**src/hw/mm_settings.svh**
```systemverilog
//##################################################
// Matrix-multiply engine settings
// Element, word and matrix sizes plus bank depths
//##################################################
`ifndef MM_SETTINGS_SVH
`define MM_SETTINGS_SVH

// Signed element width
`define MM_ELEM_W    8
// Elements packed into one bank word
`define MM_BLOCK     2

// C = A x B, A is ROWS_A x INNER, B is INNER x COLS_B
`define MM_ROWS_A    4
`define MM_INNER     4
`define MM_COLS_B    3
// Words per A row or per B column
`define MM_WORDS     (`MM_INNER / `MM_BLOCK)

// Bank depths in words
`define MM_W_DEPTH   8
`define MM_N_DEPTH   6
`define MM_W_ADDR_W  3
`define MM_N_ADDR_W  3

// Index widths of C rows, C columns and words in a dot product
`define MM_ROW_W     2
`define MM_COL_W     2
`define MM_WORD_W    1

// Accumulator and result width
`define MM_ACC_W     20

`endif

```
**src/hw/mm_pkg.sv**
```systemverilog
//##################################################
// Matrix-multiply engine types
// Controller states, data words and issue tags
//##################################################
`default_nettype none

`include "mm_settings.svh"

package mm_pkg;

    // One signed operand element
    typedef logic signed [`MM_ELEM_W-1:0] elem_t;

    // Packed word of BLOCK elements, element 0 in the low bits
    // Elements keep their sign through the named element type
    typedef elem_t [`MM_BLOCK-1:0] word_t;

    // Signed partial sum and final C element
    typedef logic signed [`MM_ACC_W-1:0] acc_t;

    // Decode stage states
    typedef enum logic [1:0] {
        st_idle,
        st_load_n,
        st_compute,
        st_done
    } ctrl_state_t;

    // Tag that follows each word pair down the pipeline
    typedef struct packed {
        logic [`MM_ROW_W-1:0] row;
        logic [`MM_COL_W-1:0] col;
        // Final word of this C element's dot product
        logic                 last;
    } mac_tag_t;

endpackage

`default_nettype wire

```
**src/hw/operand_bank_if.sv**
```systemverilog
//##################################################
// Operand bank control bundle
// Port A write controls and port B read controls
//##################################################
`timescale 1ns/100ps
`default_nettype none

interface operand_bank_if #(
    parameter int ADDR_W = 3
);

    // Port A, write side
    logic              ena;
    logic              wea;
    logic [ADDR_W-1:0] addra;

    // Port B, registered read side
    logic              enb;
    logic [ADDR_W-1:0] addrb;

    // Driven by the decode stage
    modport ctrl (
        output ena,
        output enb,
        output wea,
        output addra,
        output addrb
    );

    modport bank (
        input ena,
        input enb,
        input wea,
        input addra,
        input addrb
    );

endinterface

`default_nettype wire

```
**src/hw/operand_bank.sv**
```systemverilog
//##################################################
// Operand bank
// Dual-port word memory, synchronous write port A
// and registered read port B
//##################################################
`timescale 1ns/100ps
`default_nettype none

module operand_bank
    import mm_pkg::*;
#(
    parameter int DEPTH  = 8,
    parameter int ADDR_W = 3
) (
    input  wire logic  clk,
    operand_bank_if.bank ctrl,
    input  wire word_t wdata,
    output word_t      rdata
);

    word_t mem [DEPTH];

    // Addresses sized to this bank
    logic [ADDR_W-1:0] wr_addr;
    logic [ADDR_W-1:0] rd_addr;

    assign wr_addr = ctrl.addra;
    assign rd_addr = ctrl.addrb;

    // Port A writes in the cycle of the strobe
    always_ff @(posedge clk) begin
        if (ctrl.ena && ctrl.wea) begin
            mem[wr_addr] <= wdata;
        end
    end

    // Port B holds its last word while not enabled
    always_ff @(posedge clk) begin
        if (ctrl.enb) begin
            rdata <= mem[rd_addr];
        end
    end

endmodule

`default_nettype wire

```
**src/hw/buffer_ctrl.sv**
```systemverilog
//##################################################
// Decode stage of the matrix-multiply engine
// Bank write/read control, A row tracking and
// row-major issue of dot-product word pairs
//##################################################
`timescale 1ns/100ps
`default_nettype none

`include "mm_settings.svh"

module buffer_ctrl
    import mm_pkg::*;
(
    input  wire logic    clk,
    input  wire logic    rst_n,
    input  wire logic    w_valid,
    input  wire logic    n_valid,
    operand_bank_if.ctrl w_bank,
    operand_bank_if.ctrl n_bank,
    output logic         issue,
    output mac_tag_t     tag,
    output logic         busy
);

    localparam int WORDS  = `MM_WORDS;
    localparam int W_AW   = `MM_W_ADDR_W;
    localparam int N_AW   = `MM_N_ADDR_W;
    localparam int ROW_W  = `MM_ROW_W;
    localparam int COL_W  = `MM_COL_W;
    localparam int WORD_W = `MM_WORD_W;
    // Wide enough to hold a count of all A rows
    localparam int RDY_W  = $clog2(`MM_ROWS_A + 1);

    ctrl_state_t state;
    ctrl_state_t state_next;

    // Write side
    logic              w_wr_en;
    logic              n_wr_en;
    logic [W_AW-1:0]   w_wr_addr;
    logic [N_AW-1:0]   n_wr_addr;
    logic [WORD_W-1:0] w_wr_word;
    logic              w_row_end;
    logic [RDY_W-1:0]  rows_ready;

    // Read side
    logic [ROW_W-1:0]  rd_row;
    logic [COL_W-1:0]  rd_col;
    logic [WORD_W-1:0] rd_word;
    logic [W_AW-1:0]   w_rd_addr;
    logic [N_AW-1:0]   n_rd_addr;
    logic              active;
    logic              row_ok;
    logic              col_ok;
    logic              word_last;
    logic              col_last;
    logic              row_last;
    logic              run_last;

    assign active = (state == st_load_n) || (state == st_compute);
    assign busy   = (state != st_idle);

    // West words are taken in any state but done, until A is full
    assign w_wr_en   = w_valid && (state != st_done) && (rows_ready < RDY_W'(`MM_ROWS_A));
    // North words only until B is complete
    assign n_wr_en   = n_valid && ((state == st_idle) || (state == st_load_n));
    assign w_row_end = (w_wr_word == WORD_W'(WORDS - 1));

    // Row-major read addresses
    assign w_rd_addr = W_AW'(rd_row * WORDS + rd_word);
    assign n_rd_addr = N_AW'(rd_col * WORDS + rd_word);

    // Current A row fully written
    assign row_ok = (rows_ready > RDY_W'(rd_row));
    // While B is still loading, only read north words already written
    assign col_ok = (state == st_compute) || (n_rd_addr < n_wr_addr);

    assign issue = active && row_ok && col_ok;

    assign word_last = (rd_word == WORD_W'(WORDS - 1));
    assign col_last  = (rd_col == COL_W'(`MM_COLS_B - 1));
    assign row_last  = (rd_row == ROW_W'(`MM_ROWS_A - 1));
    // Final word of the final C element
    assign run_last  = issue && word_last && col_last && row_last;

    assign tag = '{row: rd_row, col: rd_col, last: word_last};

    // West bank controls
    assign w_bank.ena   = w_valid && (state != st_done);
    assign w_bank.wea   = w_wr_en;
    assign w_bank.addra = w_wr_addr;
    assign w_bank.enb   = issue;
    assign w_bank.addrb = w_rd_addr;

    // North bank controls
    assign n_bank.ena   = n_valid && (state != st_done);
    assign n_bank.wea   = n_wr_en;
    assign n_bank.addra = n_wr_addr;
    assign n_bank.enb   = issue;
    assign n_bank.addrb = n_rd_addr;

    // Next state
    always_comb begin
        state_next = state;
        case (state)
            st_idle: begin
                if (n_valid) begin
                    state_next = st_load_n;
                end
            end
            st_load_n: begin
                // Last north word goes in this cycle
                if (n_wr_en && (n_wr_addr == N_AW'(`MM_N_DEPTH - 1))) begin
                    state_next = st_compute;
                end
            end
            st_compute: begin
                if (run_last) begin
                    state_next = st_done;
                end
            end
            st_done: begin
                // Held until reset
                state_next = st_done;
            end
            default: begin
                state_next = st_idle;
            end
        endcase
    end

    always_ff @(posedge clk) begin
        if (!rst_n) begin
            state      <= st_idle;
            w_wr_addr  <= '0;
            w_wr_word  <= '0;
            rows_ready <= '0;
            n_wr_addr  <= '0;
            rd_row     <= '0;
            rd_col     <= '0;
            rd_word    <= '0;
        end else begin
            state <= state_next;

            // West write address, one more ready row per completed row
            if (w_wr_en) begin
                w_wr_addr <= w_wr_addr + 1'b1;
                if (w_row_end) begin
                    w_wr_word  <= '0;
                    rows_ready <= rows_ready + 1'b1;
                end else begin
                    w_wr_word <= w_wr_word + 1'b1;
                end
            end

            if (n_wr_en) begin
                n_wr_addr <= n_wr_addr + 1'b1;
            end

            // Word, then column, then row
            if (issue) begin
                if (word_last) begin
                    rd_word <= '0;
                    if (col_last) begin
                        rd_col <= '0;
                        rd_row <= row_last ? '0 : rd_row + 1'b1;
                    end else begin
                        rd_col <= rd_col + 1'b1;
                    end
                end else begin
                    rd_word <= rd_word + 1'b1;
                end
            end
        end
    end

endmodule

`default_nettype wire

```
**src/hw/block_mac.sv**
```systemverilog
//##################################################
// Execute stage
// Element-wise multiply and adder tree of one word
// pair, tag carried alongside
//##################################################
`timescale 1ns/100ps
`default_nettype none

`include "mm_settings.svh"

module block_mac
    import mm_pkg::*;
(
    input  wire logic     clk,
    input  wire logic     rst_n,
    input  wire logic     issue,
    input  wire mac_tag_t tag,
    input  wire word_t    a_word,
    input  wire word_t    b_word,
    output logic          partial_valid,
    output acc_t          partial,
    output mac_tag_t      partial_tag
);

    localparam int PROD_W = 2 * `MM_ELEM_W;

    typedef logic signed [PROD_W-1:0] prod_t;

    // Stage 0 lines up with the bank read registers
    logic     s0_valid;
    mac_tag_t s0_tag;

    // Stage 1 holds the element products
    logic     s1_valid;
    mac_tag_t s1_tag;
    prod_t    prod [`MM_BLOCK];

    // Sum of all products, before the output register
    acc_t     prod_sum;

    // Valid bits
    always_ff @(posedge clk) begin
        if (!rst_n) begin
            s0_valid      <= 1'b0;
            s1_valid      <= 1'b0;
            partial_valid <= 1'b0;
        end else begin
            s0_valid      <= issue;
            s1_valid      <= s0_valid;
            partial_valid <= s1_valid;
        end
    end

    // Tags ride with the data
    always_ff @(posedge clk) begin
        s0_tag      <= tag;
        s1_tag      <= s0_tag;
        partial_tag <= s1_tag;
    end

    // Signed products of the element pairs
    always_ff @(posedge clk) begin
        if (s0_valid) begin
            for (int i = 0; i < `MM_BLOCK; i++) begin
                prod[i] <= $signed(a_word[i]) * $signed(b_word[i]);
            end
        end
    end

    // Adder tree, products sign-extended to the result width
    always_comb begin
        prod_sum = '0;
        for (int i = 0; i < `MM_BLOCK; i++) begin
            prod_sum = prod_sum + acc_t'(prod[i]);
        end
    end

    always_ff @(posedge clk) begin
        if (s1_valid) begin
            partial <= prod_sum;
        end
    end

endmodule

`default_nettype wire

```
**src/hw/result_accum.sv**
```systemverilog
//##################################################
// Result stage
// Sums partials per C element, emits each element
// with its row and column, then raises done
//##################################################
`timescale 1ns/100ps
`default_nettype none

`include "mm_settings.svh"

module result_accum
    import mm_pkg::*;
(
    input  wire logic              clk,
    input  wire logic              rst_n,
    input  wire logic              partial_valid,
    input  wire acc_t              partial,
    input  wire mac_tag_t          partial_tag,
    input  wire logic              busy,
    output logic                   c_valid,
    output acc_t                   c_data,
    output logic [`MM_ROW_W-1:0]   c_row,
    output logic [`MM_COL_W-1:0]   c_col,
    output logic                   done
);

    // Running sum of the current C element
    acc_t run_sum;
    logic final_out;

    // Last element of C in row-major order
    assign final_out = c_valid
                    && (c_row == `MM_ROW_W'(`MM_ROWS_A - 1))
                    && (c_col == `MM_COL_W'(`MM_COLS_B - 1));

    always_ff @(posedge clk) begin
        if (!rst_n) begin
            run_sum <= '0;
            c_valid <= 1'b0;
            done    <= 1'b0;
        end else begin
            c_valid <= 1'b0;
            if (partial_valid) begin
                if (partial_tag.last) begin
                    c_valid <= 1'b1;
                    run_sum <= '0;
                end else begin
                    run_sum <= run_sum + partial;
                end
            end else if (!busy) begin
                // Controller idle, start from zero
                run_sum <= '0;
            end
            // Sticky until reset
            if (final_out) begin
                done <= 1'b1;
            end
        end
    end

    // Finished element with its position
    always_ff @(posedge clk) begin
        if (partial_valid && partial_tag.last) begin
            c_data <= run_sum + partial;
            c_row  <= partial_tag.row;
            c_col  <= partial_tag.col;
        end
    end

endmodule

`default_nettype wire

```
**src/hw/matmul_top.sv**
```systemverilog
//##################################################
// Tiled matrix-multiply engine, C = A x B
// Decode, two operand banks, execute and result
//##################################################
`timescale 1ns/100ps
`default_nettype none

`include "mm_settings.svh"

module matmul_top
    import mm_pkg::*;
(
    input  wire logic            clk,
    input  wire logic            rst_n,
    input  wire logic            w_valid,
    input  wire word_t           w_data,
    input  wire logic            n_valid,
    input  wire word_t           n_data,
    output logic                 c_valid,
    output acc_t                 c_data,
    output logic [`MM_ROW_W-1:0] c_row,
    output logic [`MM_COL_W-1:0] c_col,
    output logic                 done
);

    // Bank control bundles, one per operand
    operand_bank_if #(.ADDR_W(`MM_W_ADDR_W)) w_bus ();
    operand_bank_if #(.ADDR_W(`MM_N_ADDR_W)) n_bus ();

    logic     issue;
    mac_tag_t tag;
    logic     busy;
    word_t    a_word;
    word_t    b_word;
    logic     partial_valid;
    acc_t     partial;
    mac_tag_t partial_tag;

    buffer_ctrl u_ctrl (
        .clk     (clk),
        .rst_n   (rst_n),
        .w_valid (w_valid),
        .n_valid (n_valid),
        .w_bank  (w_bus.ctrl),
        .n_bank  (n_bus.ctrl),
        .issue   (issue),
        .tag     (tag),
        .busy    (busy)
    );

    // West bank holds A row-major
    operand_bank #(.DEPTH(`MM_W_DEPTH), .ADDR_W(`MM_W_ADDR_W)) u_w_bank (
        .clk   (clk),
        .ctrl  (w_bus.bank),
        .wdata (w_data),
        .rdata (a_word)
    );

    // North bank holds B column by column
    operand_bank #(.DEPTH(`MM_N_DEPTH), .ADDR_W(`MM_N_ADDR_W)) u_n_bank (
        .clk   (clk),
        .ctrl  (n_bus.bank),
        .wdata (n_data),
        .rdata (b_word)
    );

    block_mac u_mac (
        .clk           (clk),
        .rst_n         (rst_n),
        .issue         (issue),
        .tag           (tag),
        .a_word        (a_word),
        .b_word        (b_word),
        .partial_valid (partial_valid),
        .partial       (partial),
        .partial_tag   (partial_tag)
    );

    result_accum u_accum (
        .clk           (clk),
        .rst_n         (rst_n),
        .partial_valid (partial_valid),
        .partial       (partial),
        .partial_tag   (partial_tag),
        .busy          (busy),
        .c_valid       (c_valid),
        .c_data        (c_data),
        .c_row         (c_row),
        .c_col         (c_col),
        .done          (done)
    );

endmodule

`default_nettype wire

```
**config.mk**
```make
export PLATFORM = sky130hd
export DESIGN_NAME = matmul_top
export DESIGN_NICKNAME = d
export VERILOG_FILES = /design/src/hw/mm_pkg.sv /design/src/hw/operand_bank_if.sv /design/src/hw/operand_bank.sv /design/src/hw/buffer_ctrl.sv /design/src/hw/block_mac.sv /design/src/hw/result_accum.sv /design/src/hw/matmul_top.sv
export VERILOG_INCLUDE_DIRS = /design/src /design/src/hw
export SDC_FILE = /design/constraint.sdc
export NUM_CORES = 1
export LEC_CHECK = 0
export BUFFER_PORTS_ARGS = -buffer_cell sky130_fd_sc_hd__buf_2
export CAP_MARGIN = 20
export CORE_MARGIN = 2
export CORE_UTILIZATION = 44
export DETAILED_ROUTE_END_ITERATION = 10
export GPL_TIMING_DRIVEN = 1
export HOLD_SLACK_MARGIN = 0.03
export SKIP_CTS_REPAIR_TIMING = 1
export SYNTH_ARGS = -nofsm -noshare
export SYNTH_HDL_FRONTEND = slang
export SYNTH_SLANG_ARGS = --single-unit
export TNS_END_PERCENT = 1
```
**constraint.sdc**
```tcl
create_clock -name clk -period 4.84 [get_ports clk]
set_input_delay 0.726 -clock clk [delete_from_list [all_inputs] [get_ports clk]]
set_output_delay 0.726 -clock clk [all_outputs]
set_load 0.02 [all_outputs]
```
==> results.toml <==
[outcome]
status = "finished, final reports clean"

[placed_design]
place.detailed.hpwl_um = 27440
post-place-cells = 2166
gp_routability_congestion = 0.8463
detailedPlace.worstSlack_ps = 132.8
portBuffers = 61

[finish]
area.growth.synth_to_final_pct = 12.79
insertedDiodeCount = 0
layout.cells.non_filler = 2253
layout.cells.most_common = "sky130_fd_sc_hd__edfxtp_1"
final_layout_size_suffix_gt1_share_pct = 13.79
layout_common_cells = "sky130_fd_sc_hd__edfxtp_1, sky130_fd_sc_hd__inv_1, sky130_fd_sc_hd__nand2_1"
design.final.nets = 1868

[sta]
skew_ps = 19.60
timing.final.crit_period_ps = 4601
slew-limit-headroom_pct = 30.20
max_clock_freq_ghz = 0.2174
rsz0062_at_grt = "no"
period_share_pct = 95.06
post-route-worst-setup-slack_ps = 239.3
worst_slew_pin_slew_ps = 1044
final-setup-viol-count = 0
final_max_slew_viol_count = 0
finalSetupTns_ps = 0
final_hold_viol_count = 0

[cts]
numClockSinks = 386
cts-root-buf = "sky130_fd_sc_hd__clkbuf_16"
htree_levels = 2
clock_tree.buffer_depth = 3
tritoncts_clock_tree = "built"
clk_pin_slew_worst_paths_ps = 60
cts_made_buffers = 42
clk-insertion-delay-late_ps = 570

[routing]
drtPass1Iterations = 5
routedLengthMet1_um = 17860
drt-vias-per-instance = 5.068
drt-total-wl_um = 39020
routed-via-count = 11420
drt-wirelength-per-cell_um = 17.32
route.antenna.remaining_nets = 0
highest_layer = "met4"
met3_length_um = 1378
detailed_routed_wire_length_on_met2_um = 19090
first_iter_violations = 678
drc_errors = 0

[critical_path]
r2r_setup_slack_ps = 240
crit_path_cell_trace = "buf_4 > and2_1 > fa_1 > fa_1 > fa_1 > inv_1 > fa_1 > inv_1 > ha_1 > nand2_1 > o21ai_1 > o41ai_2 > or4b_1 > o211ai_1"
worst-path-max-fanout = 7
startpoint_type = "flop"
crit_type = "reg -> reg"
r2r_end = "u_mac.prod[0][14]$_DFFE_PP_"
crit_buf_inv = 3
worst-endpoint-required_ps = 5240
endpoint_kind = "flop"
crit_family = "adder cells"
cp.arrival_ps = 5000
cp_slowest_cell = "sky130_fd_sc_hd__fa_1"
worst_path_largest_cell_delay_ps = 540
reg2reg_depth = 14
critical_path.reg2reg.startpoint = "u_w_bank.rdata[3]$_DFFE_PP_"
most_common_cell_type_on_the_critical_path = "sky130_fd_sc_hd__fa_1"

[min_path]
hold_path_end = "u_mac.s1_tag[1]$_DFF_P_"
holdCritPathClass = "reg -> reg"
min-delay-start = "u_mac.s0_tag[1]$_DFF_P_"
hold_depth = 0

[grt]
grt_max_degree = 48
grt.overflow.total = 0
global_route_wire_length_before_repair_um = 63270
first_global_vias = 11860
number_of_antenna_violations_at_the_first_check_in_global_routing = 1
grt_util_all_layers_pct = 16.78

[yosys]
synth_simple_gate_area_share_pct = 8.975
post_synth_inst_count = 1515
post_synth_num_cell_types = 74
synth_enable_flop_cells = 329
syn-cell-area_mm2 = 0.02048
synth.ff_latch_count = 386
synthesis.area_per_instance_um2 = 13.52
synth_nets = 1771
multiplexer_area_fraction_after_synthesis_pct = 6.366
yosys.area_share.xor_xnor_pct = 2.823
synthArstFlopShare_pct = 0
synth_fa_ha_area_share_pct = 17.55
synth_flop_cell = "sky130_fd_sc_hd__edfxtp_1"
synth_compound_gate_area_share_pct = 6.440
synth_warnings = 0
synth_top_family_by_area = "adder cells"
synth.yosys.seq_area_share_pct = 53.82

[floorplan]
floorplan.io_pins = 62
floorplan.core_area_mm2 = 0.04626
row_count = 79
initial_utilization_pct = 44.27
die_height_um = 219.7
die-area_mm2 = 0.04828
floorplan.die.width_um = 219.7

[power_and_ir_drop]
power.density_cell_area_mw_per_mm2 = 409.6
worst_ir_drop_vdd_mv = 0.3076
power_leakage_nw = 8.855

[job]
timing.max_cap.violations = 0
-- layer usage --
layer  global-route usage (%)  vias to the layer above
met5                        0                        -
met4                    4.340                        0
met2                    29.18                      165
met1                    21.96                     5633
met3                    2.609                       54
li1                         -                     5566
-- final cells by class --
cell class                      count  area, µm²
Sequential cell                   386      11020
Inverter                          180      679.4
Fill cell                        3999      23160
Timing Repair Buffer               88      528.0
Clock inverter                     30      296.5
Multi-Input combinational cell    914       8706
Tap cell                          607      759.5
Clock buffer                       48       1105
-- worst max-delay path by stage --
stage | start | endpoint | cells past startpoint
6_report | u_w_bank.rdata[3]$_DFFE_PP_ | u_mac.prod[0][14]$_DFFE_PP_ | 14
5_1_grt | u_n_bank.rdata[2]$_DFFE_PP_ | u_mac.prod[0][15]$_DFFE_PP_ | 15
4_1_cts | u_n_bank.rdata[7]$_DFFE_PP_ | u_mac.prod[0][15]$_DFFE_PP_ | 15
3_5_place_dp | u_n_bank.rdata[7]$_DFFE_PP_ | u_mac.prod[0][15]$_DFFE_PP_ | 15
3_3_place_gp | u_n_bank.rdata[7]$_DFFE_PP_ | u_mac.prod[0][15]$_DFFE_PP_ | 15
2_1_floorplan | u_w_bank.rdata[7]$_DFFE_PP_ | u_mac.prod[0][15]$_DFFE_PP_ | 14
-- cells by family after synthesis --
| group | Yosys count |
|---|---|
| buffers and inverters | 215 |
| AO/OA/AOI/OAI | 193 |
| AND/OR/NAND/NOR | 365 |
| flip-flops | 386 |
| adder cells (fa/ha/maj) | 220 |
| XOR/XNOR | 66 |
| multiplexers | 70 |
-- cells in the mapped netlist (8+ instances only) --
library cell / instances / area share, %
sky130_fd_sc_hd__inv_1: 178 / 3.3
sky130_fd_sc_hd__buf_2: 8 / 0.20
sky130_fd_sc_hd__a21o_1: 15 / 0.55
sky130_fd_sc_hd__ha_1: 108 / 6.6
sky130_fd_sc_hd__nand2b_1: 10 / 0.31
sky130_fd_sc_hd__xor2_1: 18 / 0.77
sky130_fd_sc_hd__a22oi_1: 9 / 0.33
sky130_fd_sc_hd__dfxtp_1: 57 / 5.6
sky130_fd_sc_hd__o21bai_1: 9 / 0.33
sky130_fd_sc_hd__nand3_1: 10 / 0.24
sky130_fd_sc_hd__fa_1: 112 / 11
sky130_fd_sc_hd__mux4_2: 48 / 5.3
sky130_fd_sc_hd__nor3_1: 18 / 0.44
sky130_fd_sc_hd__nand2_1: 116 / 2.1
sky130_fd_sc_hd__mux2i_1: 20 / 0.98
sky130_fd_sc_hd__o21ai_0: 27 / 0.66
sky130_fd_sc_hd__nor2b_1: 21 / 0.64
sky130_fd_sc_hd__xnor2_1: 48 / 2.1
sky130_fd_sc_hd__clkbuf_1: 22 / 0.40
sky130_fd_sc_hd__a22o_1: 9 / 0.38
sky130_fd_sc_hd__edfxtp_1: 329 / 48
sky130_fd_sc_hd__a21oi_1: 54 / 1.3
sky130_fd_sc_hd__and2_1: 96 / 2.9
sky130_fd_sc_hd__nor2_1: 58 / 1.1
-- flip-flops by register name, indices dropped and copies added (netlist names), 16 cells and up --
signal	flops
u_accum.c_data	20
u_accum.run_sum	20
u_mac.partial	17
u_mac.prod	32
u_n_bank.mem	96
u_n_bank.rdata	16
u_w_bank.mem	128
u_w_bank.rdata	16
-- power by group --
group	switching, mW	internal (mW)
Clock	1.34	1.87
Combinational	1.26	0.989
Sequential	0.0993	3.90
Total	2.70	6.76
-- stage by stage --
stage	total power, mW	utilization (%)	hold WS (ps)	instance area, µm²
after floorplan	5.750	-	309.6	20480
after global placement	6.264	46.67	313.4	21590
after detailed placement	6.333	46.67	312.1	21590
after CTS	9.569	49.70	326.1	22990
after global routing	10.03	49.93	327.0	23100
final	9.461	49.93	325.9	23100
-- worst register-to-register path: stages (launching register included) --
cell                       delay, ps
sky130_fd_sc_hd__edfxtp_1        480
sky130_fd_sc_hd__buf_4           180
sky130_fd_sc_hd__and2_1          140
sky130_fd_sc_hd__fa_1            500
sky130_fd_sc_hd__fa_1            520
sky130_fd_sc_hd__fa_1            540
sky130_fd_sc_hd__inv_1            50
sky130_fd_sc_hd__fa_1            520
sky130_fd_sc_hd__inv_1            40
sky130_fd_sc_hd__ha_1            340
sky130_fd_sc_hd__nand2_1          90
sky130_fd_sc_hd__o21ai_1          80
sky130_fd_sc_hd__o41ai_2         390
sky130_fd_sc_hd__or4b_1          470
sky130_fd_sc_hd__o211ai_1        100
No activity file was read; power rests on OpenSTA's default activity.
